File: src/ks10_defines.svh
// Bus fields use the KS-10 numbering 0 to 35 left to right, and all addresses are 18-bit octal
`ifndef KS10_DEFINES_SVH
`define KS10_DEFINES_SVH

//////////////////////////////
// Flag bits in the address word
//////////////////////////////

// Read cycle
`define KS_READ_BIT 3
// Write cycle
`define KS_WRITE_BIT 5
// Physical reference, no paging
`define KS_PHYS_BIT 8
// IO space instead of memory
`define KS_IO_BIT 10

//////////////////////////////
// Console addresses
//////////////////////////////

// Start vector read by microcode at power-up
`define CON_VECTOR_ADDR 18'o200000
// Console copy of the status block, one word per index
`define CON_STAT_BASE 18'o200100
// First saved register of the halt status block in memory
`define HSB_REG_BASE 18'o376000

// JRST to the bootloader entry point
`define CON_START_WORD 36'o254000030600
// Cause, PC and 18 saved registers
`define HSB_COUNT 20

`endif

File: src/ks10Pkg.sv
// Types only; widths follow the KS-10 bit order with bit 0 as the most significant bit
package ks10Pkg;

   //////////////////////////////
   // Bus words
   //////////////////////////////

   // Full 36-bit bus word, data or address with flags
   typedef logic [0:35] busWordT;

   // Address field of the address word
   typedef logic [18:35] busAddrT;

   // Index into the status copy
   // 0 is the cause, 1 is the PC, 2 to 19 hold o376000 to o376021
   typedef logic [4:0] statIdxT;

   //////////////////////////////
   // Halt causes
   //////////////////////////////

   // Decoded from bits 24 to 35 of the cause word
   typedef enum logic [3:0] {
      haltStartup,
      haltInstruction,
      haltConsole,
      haltIoPageFail,
      haltIllegalIntr,
      haltZeroVector,
      haltIllegalDispatch,
      haltStartCheck,
      haltUnknown
   } haltCauseT;

   //////////////////////////////
   // Pipeline cycle kinds
   //////////////////////////////

   // Only the two read kinds get an acknowledge
   typedef enum logic [1:0] {
      accNone,
      accVecRead,
      accStatRead,
      accStatWrite
   } accessT;

endpackage

File: src/busDecode.sv
// Samples the bus only when clken is high; a request outside the console map is dropped silently
`include "ks10_defines.svh"

module busDecode (
   input  logic             clk,
   input  logic             rstN,
   input  logic             clken,
   input  logic             busREQI,
   input  ks10Pkg::busWordT busADDRI,
   input  ks10Pkg::busWordT busDATAI,
   output ks10Pkg::accessT  access,
   output ks10Pkg::statIdxT statIdx,
   output ks10Pkg::busWordT wrData
);

   // Flags split out of the address word
   logic             isRead;
   logic             isWrite;
   logic             isPhys;
   logic             isIo;
   ks10Pkg::busAddrT addr;

   // Offsets from the two mapped windows
   ks10Pkg::busAddrT statOff;
   ks10Pkg::busAddrT hsbOff;

   // Decode result before the stage register
   ks10Pkg::accessT  nextAccess;
   ks10Pkg::statIdxT nextIdx;

   assign isRead  = busADDRI[`KS_READ_BIT];
   assign isWrite = busADDRI[`KS_WRITE_BIT];
   assign isPhys  = busADDRI[`KS_PHYS_BIT];
   assign isIo    = busADDRI[`KS_IO_BIT];
   assign addr    = busADDRI[18:35];

   // Wraps for addresses below the base, which then fail the range test
   assign statOff = addr - `CON_STAT_BASE;
   assign hsbOff  = addr - `HSB_REG_BASE;

   //////////////////////////////
   // Cycle classification
   //////////////////////////////

   always_comb
   begin
      nextAccess = ks10Pkg::accNone;
      nextIdx    = '0;
      if (busREQI && isPhys)
      begin
         if (isIo && isRead)
         begin
            // Console reads live in IO space
            if (addr == `CON_VECTOR_ADDR)
            begin
               nextAccess = ks10Pkg::accVecRead;
            end
            else if (statOff < `HSB_COUNT)
            begin
               nextAccess = ks10Pkg::accStatRead;
               nextIdx    = statOff[31:35];
            end
         end
         else if (!isIo && isWrite)
         begin
            // Halt status block writes go to memory, we only snoop
            if (addr == 18'o000000)
            begin
               nextAccess = ks10Pkg::accStatWrite;
               nextIdx    = 5'd0;
            end
            else if (addr == 18'o000001)
            begin
               nextAccess = ks10Pkg::accStatWrite;
               nextIdx    = 5'd1;
            end
            else if (hsbOff < `HSB_COUNT - 2)
            begin
               // Saved registers start after cause and PC
               nextAccess = ks10Pkg::accStatWrite;
               nextIdx    = hsbOff[31:35] + 5'd2;
            end
         end
      end
   end

   //////////////////////////////
   // Stage 1 registers
   //////////////////////////////

   always_ff @(posedge clk or negedge rstN)
   begin
      if (!rstN)
         access <= ks10Pkg::accNone;
      else if (clken)
         access <= nextAccess;
   end

   // Payload, only meaningful when access is not none
   always_ff @(posedge clk)
   begin
      if (clken)
      begin
         statIdx <= nextIdx;
         wrData  <= busDATAI;
      end
   end

   // A bus cycle is either a read or a write, never both
   assert property (@(posedge clk) disable iff (!rstN)
      (clken && busREQI) |-> !(isRead && isWrite));

endmodule

File: src/statusCapture.sv
// Holds the last value written to each status word; cause codes outside the KS-10 list map to unknown
`include "ks10_defines.svh"

module statusCapture (
   input  logic                clk,
   input  logic                rstN,
   input  logic                clken,
   input  ks10Pkg::accessT     access,
   input  ks10Pkg::statIdxT    statIdx,
   input  ks10Pkg::busWordT    wrData,
   output ks10Pkg::accessT     rdAccess,
   output ks10Pkg::busWordT    rdData,
   output ks10Pkg::haltCauseT  haltCause,
   output logic                haltValid
);

   // Captured words, indexed as statIdxT
   ks10Pkg::busWordT   hsbRegs [`HSB_COUNT];

   // Write strobes for this stage
   logic               statWrite;
   logic               causeWrite;
   ks10Pkg::haltCauseT nextCause;

   assign statWrite  = (access == ks10Pkg::accStatWrite);
   assign causeWrite = statWrite && (statIdx == 5'd0);

   //////////////////////////////
   // Halt cause decode
   //////////////////////////////

   // Cause code sits in the right half, bits 24 to 35
   always_comb
   begin
      case (wrData[24:35])
         12'o0000: nextCause = ks10Pkg::haltStartup;
         12'o0001: nextCause = ks10Pkg::haltInstruction;
         12'o0002: nextCause = ks10Pkg::haltConsole;
         12'o0100: nextCause = ks10Pkg::haltIoPageFail;
         12'o0101: nextCause = ks10Pkg::haltIllegalIntr;
         12'o0102: nextCause = ks10Pkg::haltZeroVector;
         12'o1000: nextCause = ks10Pkg::haltIllegalDispatch;
         12'o1005: nextCause = ks10Pkg::haltStartCheck;
         default:  nextCause = ks10Pkg::haltUnknown;
      endcase
   end

   //////////////////////////////
   // Status register file
   //////////////////////////////

   // Writes land here one stage before a following read looks
   always_ff @(posedge clk or negedge rstN)
   begin
      if (!rstN)
      begin
         for (int i = 0; i < `HSB_COUNT; i++)
            hsbRegs[i] <= '0;
      end
      else if (clken && statWrite)
      begin
         hsbRegs[statIdx] <= wrData;
      end
   end

   // Cause follows the index-0 write, valid pulses for one clken cycle
   always_ff @(posedge clk or negedge rstN)
   begin
      if (!rstN)
      begin
         haltCause <= ks10Pkg::haltStartup;
         haltValid <= 1'b0;
      end
      else if (clken)
      begin
         haltValid <= causeWrite;
         if (causeWrite)
            haltCause <= nextCause;
      end
   end

   //////////////////////////////
   // Read selection
   //////////////////////////////

   always_ff @(posedge clk or negedge rstN)
   begin
      if (!rstN)
         rdAccess <= ks10Pkg::accNone;
      else if (clken)
         rdAccess <= access;
   end

   // Data is ignored downstream unless rdAccess is a read
   always_ff @(posedge clk)
   begin
      if (clken)
      begin
         if (access == ks10Pkg::accVecRead)
            rdData <= `CON_START_WORD;
         else
            rdData <= hsbRegs[statIdx];
      end
   end

   // Stage 1 must never hand over an index past the register file
   assert property (@(posedge clk) disable iff (!rstN)
      (access inside {ks10Pkg::accStatRead, ks10Pkg::accStatWrite})
         |-> (statIdx < `HSB_COUNT));

endmodule

File: src/conResponse.sv
// Drives the bus response for one clken cycle per read; writes and unmapped cycles stay silent
module conResponse (
   input  logic             clk,
   input  logic             rstN,
   input  logic             clken,
   input  ks10Pkg::accessT  rdAccess,
   input  ks10Pkg::busWordT rdData,
   output logic             busACKO,
   output ks10Pkg::busWordT busDATAO
);

   // Only console reads are answered
   logic isRead;

   assign isRead = (rdAccess == ks10Pkg::accVecRead) ||
                   (rdAccess == ks10Pkg::accStatRead);

   //////////////////////////////
   // Stage 3 registers
   //////////////////////////////

   // Acknowledge for one clken cycle
   always_ff @(posedge clk or negedge rstN)
   begin
      if (!rstN)
         busACKO <= 1'b0;
      else if (clken)
         busACKO <= isRead;
   end

   // Data bus idles at zero so it can be ORed onto a shared bus
   always_ff @(posedge clk or negedge rstN)
   begin
      if (!rstN)
      begin
         busDATAO <= '0;
      end
      else if (clken)
      begin
         if (isRead)
            busDATAO <= rdData;
         else
            busDATAO <= '0;
      end
   end

   // Read data handed over by stage 2 is always a known word
   assert property (@(posedge clk) disable iff (!rstN)
      (clken && isRead) |-> !$isunknown(rdData));

endmodule

File: src/conTop.sv
// Console target only; it never requests the bus and answers reads two clken cycles after sampling
module conTop (
   input  logic                clk,
   input  logic                rstN,
   input  logic                clken,
   input  logic                busREQI,
   input  ks10Pkg::busWordT    busADDRI,
   input  ks10Pkg::busWordT    busDATAI,
   output logic                busACKO,
   output ks10Pkg::busWordT    busDATAO,
   output ks10Pkg::haltCauseT  haltCause,
   output logic                haltValid
);

   // Stage 1 to stage 2
   ks10Pkg::accessT  access;
   ks10Pkg::statIdxT statIdx;
   ks10Pkg::busWordT wrData;

   // Stage 2 to stage 3
   ks10Pkg::accessT  rdAccess;
   ks10Pkg::busWordT rdData;

   // Bus sample and address decode
   busDecode uDecode (
      .clk      (clk),
      .rstN     (rstN),
      .clken    (clken),
      .busREQI  (busREQI),
      .busADDRI (busADDRI),
      .busDATAI (busDATAI),
      .access   (access),
      .statIdx  (statIdx),
      .wrData   (wrData)
   );

   // Halt status copy and read mux
   statusCapture uCapture (
      .clk       (clk),
      .rstN      (rstN),
      .clken     (clken),
      .access    (access),
      .statIdx   (statIdx),
      .wrData    (wrData),
      .rdAccess  (rdAccess),
      .rdData    (rdData),
      .haltCause (haltCause),
      .haltValid (haltValid)
   );

   // Acknowledge and read data
   conResponse uResponse (
      .clk      (clk),
      .rstN     (rstN),
      .clken    (clken),
      .rdAccess (rdAccess),
      .rdData   (rdData),
      .busACKO  (busACKO),
      .busDATAO (busDATAO)
   );

endmodule

File: config.mk
export PLATFORM = sky130hd
export DESIGN_NAME = conTop
export DESIGN_NICKNAME = d
export VERILOG_FILES = /design/src/ks10Pkg.sv /design/src/busDecode.sv /design/src/statusCapture.sv /design/src/conResponse.sv /design/src/conTop.sv
export VERILOG_INCLUDE_DIRS = /design/src
export SDC_FILE = /design/constraint.sdc
export NUM_CORES = 1
export LEC_CHECK = 0
export ABC_AREA = 1
export BUFFER_PORTS_ARGS = -buffer_cell sky130_fd_sc_hd__buf_2
export CORE_MARGIN = 10
export CORE_UTILIZATION = 35
export DETAILED_ROUTE_END_ITERATION = 12
export MAX_ROUTING_LAYER = met4
export SETUP_SLACK_MARGIN = 0.05
export SYNTH_ARGS = -nofsm -noshare
export SYNTH_HDL_FRONTEND = slang
export SYNTH_HIERARCHICAL = 1
export SYNTH_SLANG_ARGS = --single-unit
export TNS_END_PERCENT = 100
File: constraint.sdc
create_clock -name clk -period 2.5 [get_ports clk]
set_clock_uncertainty 0.05 [all_clocks]
set_input_delay 0.25 -clock clk [delete_from_list [all_inputs] [get_ports clk]]
set_output_delay 0.25 -clock clk [all_outputs]
set_load 0.02 [all_outputs]
Yosys cells after proc, flatten, opt, wreduce, memory -nomap -nowiden
Cells that the tools add are included.
Storage, ports and cells
  input bits: 76
  output and inout port bits: 42
  logic and storage cells: 85
  register bits: 843
Operators by class
  magnitude comparators: 4
  reduce and logical (&&, ||, !) cells: 12
  equal/unequal tests: 13
  muxes and demuxes: 23
  bitwise gates (word level): 1
  add/subtract/negate cells: 3
Operators by type and width (count)
  bitwise mux 720 bit: 1
  binary-select mux 36 bit (select 5 bit): 1
  demux 36 bit (select 5 bit): 1
  2-to-1 mux 36 bit: 4
  == test 12 x 7 -> 1 bit, second input constant: 3
  < comparator 18 x 5 -> 1 bit, second input constant: 2
  subtractor 18 x 17 -> 18 bit, second input constant: 2
  2-to-1 mux 5 bit: 7
  one-hot mux 4 bit (8 select lines): 1
  == test 12 x 10 -> 1 bit, second input constant: 2
  == test 18 x 1 -> 1 bit, second input constant: 1
  == test 18 x 17 -> 1 bit, second input constant: 1
  zero test 18 bit: 1
  2-to-1 mux 2 bit: 8
  == test 12 x 1 -> 1 bit, second input constant: 1
  == test 12 x 2 -> 1 bit, second input constant: 1
  zero test 12 bit: 1
  greater-or-equal comparator 6 bit, second input constant: 1
  logical AND 1 bit: 6
  < comparator 6 x 1 -> 1 bit, second input constant: 1
  inverter 5 -> 6 bit: 1
  adder 5 x 2 -> 5 bit, second input constant: 1
  zero test 5 bit: 1
  == test 2 x 1 -> 1 bit, second input constant: 2
  other kinds (4): 5

Logic depth before layout (Yosys ltp)
  word-level depth: 8
  gate-level depth with buffers: 11
  mapped depth without buffers: 11

Hierarchy
The synthesis kept the hierarchy.
By module, submodules not included
  statusCapture: area an instance 34055.2 um2, instances 1, seq. area each 19273.5 um2, cells an instance 4377
  busDecode: area an instance 1878.1 um2, instances 1, seq. area each 1281.2 um2, cells an instance 167
  conResponse: area an instance 1592.8 um2, instances 1, seq. area each 925.9 um2, cells an instance 166

Worst setup path before layout
OpenSTA, ideal clock, no wires.
  kind: flip-flop to flip-flop
  start point: register uDecode.statIdx[0]
  end point: register uCapture.rdData[23] (data pin)
  arrival time: 1.564 ns
  cell stages (with the launch flop): 11
  library setup time: 0.140 ns
  period minus slack after synthesis: 1.753 ns
  path buffers: 3
  setup slack: 0.747 ns
  data required time: 2.310 ns
  cell sequence: edfxtp_1 > buf_2 > nor2_1 > buf_2 > buf_2 > nand2_1 > nand3_1 > nand2_1 > nand2_1 > nor2_1 > nor2_1
On the way
  cells in the longest elaborated chain, start to end: 4
RTL lines
  start, declared: RTL line busDecode.sv:12  | output ks10Pkg::statIdxT statIdx,
  start signal, assigned: RTL line busDecode.sv:104  | statIdx <= nextIdx;
  inverter 5 -> 6 bit (implied by the code): RTL line statusCapture.sv:102  | rdData <= hsbRegs[statIdx];
  binary-select mux 36 bit (select 5 bit): RTL line statusCapture.sv:102
  2-to-1 mux 36 bit (implied by the code) (2 in a row): RTL line statusCapture.sv:102
  end signal, assigned: RTL line statusCapture.sv:100  | rdData <= `CON_START_WORD;
  end signal, assigned: RTL line statusCapture.sv:102
  end, declared: RTL line statusCapture.sv:12  | output ks10Pkg::busWordT rdData,
No other way between the ends. The select of a mux whose other input is x is not followed.
A chain may end at the register's enable or synchronous reset.

Worst setup path after layout
  start point: register uDecode.statIdx[1]
  end point: register uCapture.rdData[1] (data pin)
The elaborated chain is that of the path after synthesis.

==> metrics.csv <==
metric,value,unit
Final Cell Area,43700,um^2
via count,30769,
routed length on met2,50600,um
fill cell count,10823,
Area Overhead vs Synth,16.5,%
fmax,435,MHz
peak supply drop,0.468,mV
area of the multi-input gates,14500,um^2
Clock transition at path regs,60,ps
"Period Utilization, post-route",0.920,
R2R Setup Slk,200,ps
Netlist cell types,30,
dpl hpwl,65400,um
yosys warns,6,
Highest Signal Layer,met4,
max incr delay on CP,570,ps
Synth Area in Adders,0.000333,
Die Ht,347,um
DR WL/cell,18.0,um
CP Data Arrival Time,2630,ps
post-synthesis sequential area ratio,0.572,
WS Path Type,flip-flop to flip-flop,
layout net count,4798,
largest net degree at the start of global routing,98,
R2R cell count,9,
initial antenna violation count,6,
Syn Area/Cell,7.97,um^2
Die Area,121000,um^2
LEAKAGE,0.0215,uW
Routed Antenna Nets,0,
worst path required time,2830,ps
Iter 0 DRT Violations,2786,
Fin Setup TNS,0,ps
Clock Sinks,843,
xor-xnor portion of the synthesized cell area,0.000467,
share of cells above drive strength 1,0.0911,
vias in the first global route,28965,
hold path depth,4,
Root Driver,clkbuf_16,
fin crit period,2300,ps
actual slew at the worst max-slew pin,762,ps
worst hold slack,45.9,ps
Final setup viols,0,
cell mode on critical path,nand2_1,
"commonest non-fill, non-tap cell in the layout",nand2_1,
crit path max fanout,30,
Synth top area share,0.511,
Mapped Area,37500,um^2
CP Cell Sequence,"nand2_1, clkinv_2, buf_4, nand2_1, nand3_1, nand2_1, nand2_1, nor2_1, nor2_1",
Simple-Gate Fraction of Synth Area,0.279,
mux share of post-synthesis cell area,0.000300,
remaining global-route overflow,0,
Rel. slew slack,0.490,
HP Class,input pin to flip-flop,
total of max-cap violations,0,
register area,21500,um^2
GP Congestion,0.810,
num rows,120,
post-CTS setup buffer count,0,
area post-placement,40200,um^2
first-pass GRT wire length,175000,um
Worst-Skew Late Latency,660,ps
CP bufs+invs,2,
Yosys reg bits,843,
largest family of logic cells by synthesized area,simple AND/OR/NAND/NOR gates,
I/O pin count,118,
Initial Utilization,0.352,
Synth Area in Compound Gates,0.100,
cell accounting for the most synthesized area,dfrtp_1,
overall power,29600,uW
"slowest stage cell, crit path",edfxtp_1,
Routed Wire Length,112000,um
GRT Total Usage,0.188,
Post-Syn Instances,4710,
CTS Buffer Depth,3,
CTS Buf Count,89,
ranking of synthesized cells by area,"dfrtp_1 (51%), nand2_1 (24%), edfxtp_1 (6.2%)",
crit-path leading delay family,simple AND/OR/NAND/NOR gates,
core area,107000,um^2
final hold viol count,0,
met3 routed WL,6670,um
status,finished clean,
max-slew violations,0,
most frequent cells in the layout,"nand2_1 (2348), dfrtp_1 (766), o21ai_1 (383)",
CTS resizes,0,
pwr/cell area,677,nW/um^2
Crit path depth,9,
RSZ-0062 raised after global routing,no,
Buffers on Ports,103,
Pre-antenna DRT Iters,5,
Residual DRC,0,
die width,347,um
Vias/cell,4.96,
DRT met1 WL,52300,um
Startpoint Class,flip-flop,
Post-Syn Nets,4787,
CTS HTree Levels,3,
crit path capture type,flip-flop,
Final Util,0.409,
TritonCTS clock tree,done,
-- through the flow --
step | std cells | setup WS (ps)
after global routing | 6205 | 74.2
final | 6205 | 201
after floorplan | 4710 | 747
after global placement | 5993 | 276
after detailed placement | 5993 | 266
after CTS | 6200 | 257
-- power by group --
part | switching (uW) | internal [uW] | total, uW
Clock | 5640 | 8290 | 13900
Sequential | 110 | 14000 | 14100
Combinational | 1250 | 332 | 1580
Total | 7000 | 22600 | 29600
-- cell usage after synthesis --
cell type     n
edfxtp_1     77
a21oi_1      16
mux2_2        1
o21ai_1     383
inv_2         9
nor3_2        7
nor2_4        4
nand2_1    2368
a21boi_0      1
inv_1        73
ha_1          1
nand4_1      74
nor2_1      110
xor2_1        2
a21oi_2       1
dfrtp_1     766
nand3_2       1
nor2_2        5
clkbuf_1    279
nand3_1     103
nand2_4       1
nand2_2       3
and2_4        1
buf_2        37
nand3b_1      1
buf_6        10
o31ai_1       1
buf_4         1
o21ai_0     349
buf_1        25
-- flip-flops by register name (all words and copies together), names as in the netlist --
| signal | flops |
|---|---|
| uCapture/haltCause | 4 |
| uCapture/haltValid | 1 |
| uCapture/hsbRegs | 720 |
| uCapture/rdAccess | 2 |
| uCapture/rdData | 36 |
| uDecode/access | 2 |
| uDecode/statIdx | 5 |
| uDecode/wrData | 36 |
| uResponse/busACKO | 1 |
| uResponse/busDATAO | 36 |
-- path summary, 6_finish.rpt --
check,start,endpoint
setup / recovery,uDecode/statIdx[1],uCapture/rdData[1]
hold / removal,busADDRI[3],uDecode/statIdx[3]
setup reg to reg,uDecode/statIdx[1],uCapture/rdData[1]
hold reg to reg,uResponse/busDATAO[33],uResponse/busDATAO[33]
max in group asynchronous,rstN,uResponse/busDATAO[5]
min in group asynchronous,rstN,uCapture/hsbRegs[181]
-- worst register-to-register path, cell delays in order, from the launching register on --
cell and delay (ps):
edfxtp_1 570, nand2_1 180, clkinv_2 90, buf_4 280
nand2_1 130, nand3_1 80, nand2_1 70, nand2_1 50
nor2_1 380, nor2_1 150
-- timing repair --
item | CTS | global route
hold endpoints to repair | 603 | 0
setup endpoints to repair | 0 | 0
hold buffers | 40 | 0
-- final cells by class --
type                       instances  share of cell area
antenna                            5            0.000286
clock buffer                     128              0.0603
clock inverter                    39              0.0108
inverter                          82             0.00730
multi-input combinational       3433               0.332
sequential                       843               0.491
tap                             1403              0.0402
timing repair buffer             272              0.0581
-- routing by layer --
layer / global-route usage / vias to the layer above
li1: - / 15048
met1: 0.262 / 14740
met2: 0.289 / 850
met3: 0.0217 / 131
met4: 0.0483 / 0
met5: - / -
-- cell families (layout without fill, tap and decap cells) --
logic type	after synthesis	in the layout
and+or+nand+nor	2678	2678
adders and majority gates	1	1
muxes	1	1
DFF	843	843
other	0	5
buffers and inverters	434	521
xor gates and xnor gates	2	2
AOI/OAI and AO/OA	751	751
Note: power is estimated with default switching activity, not from simulation.
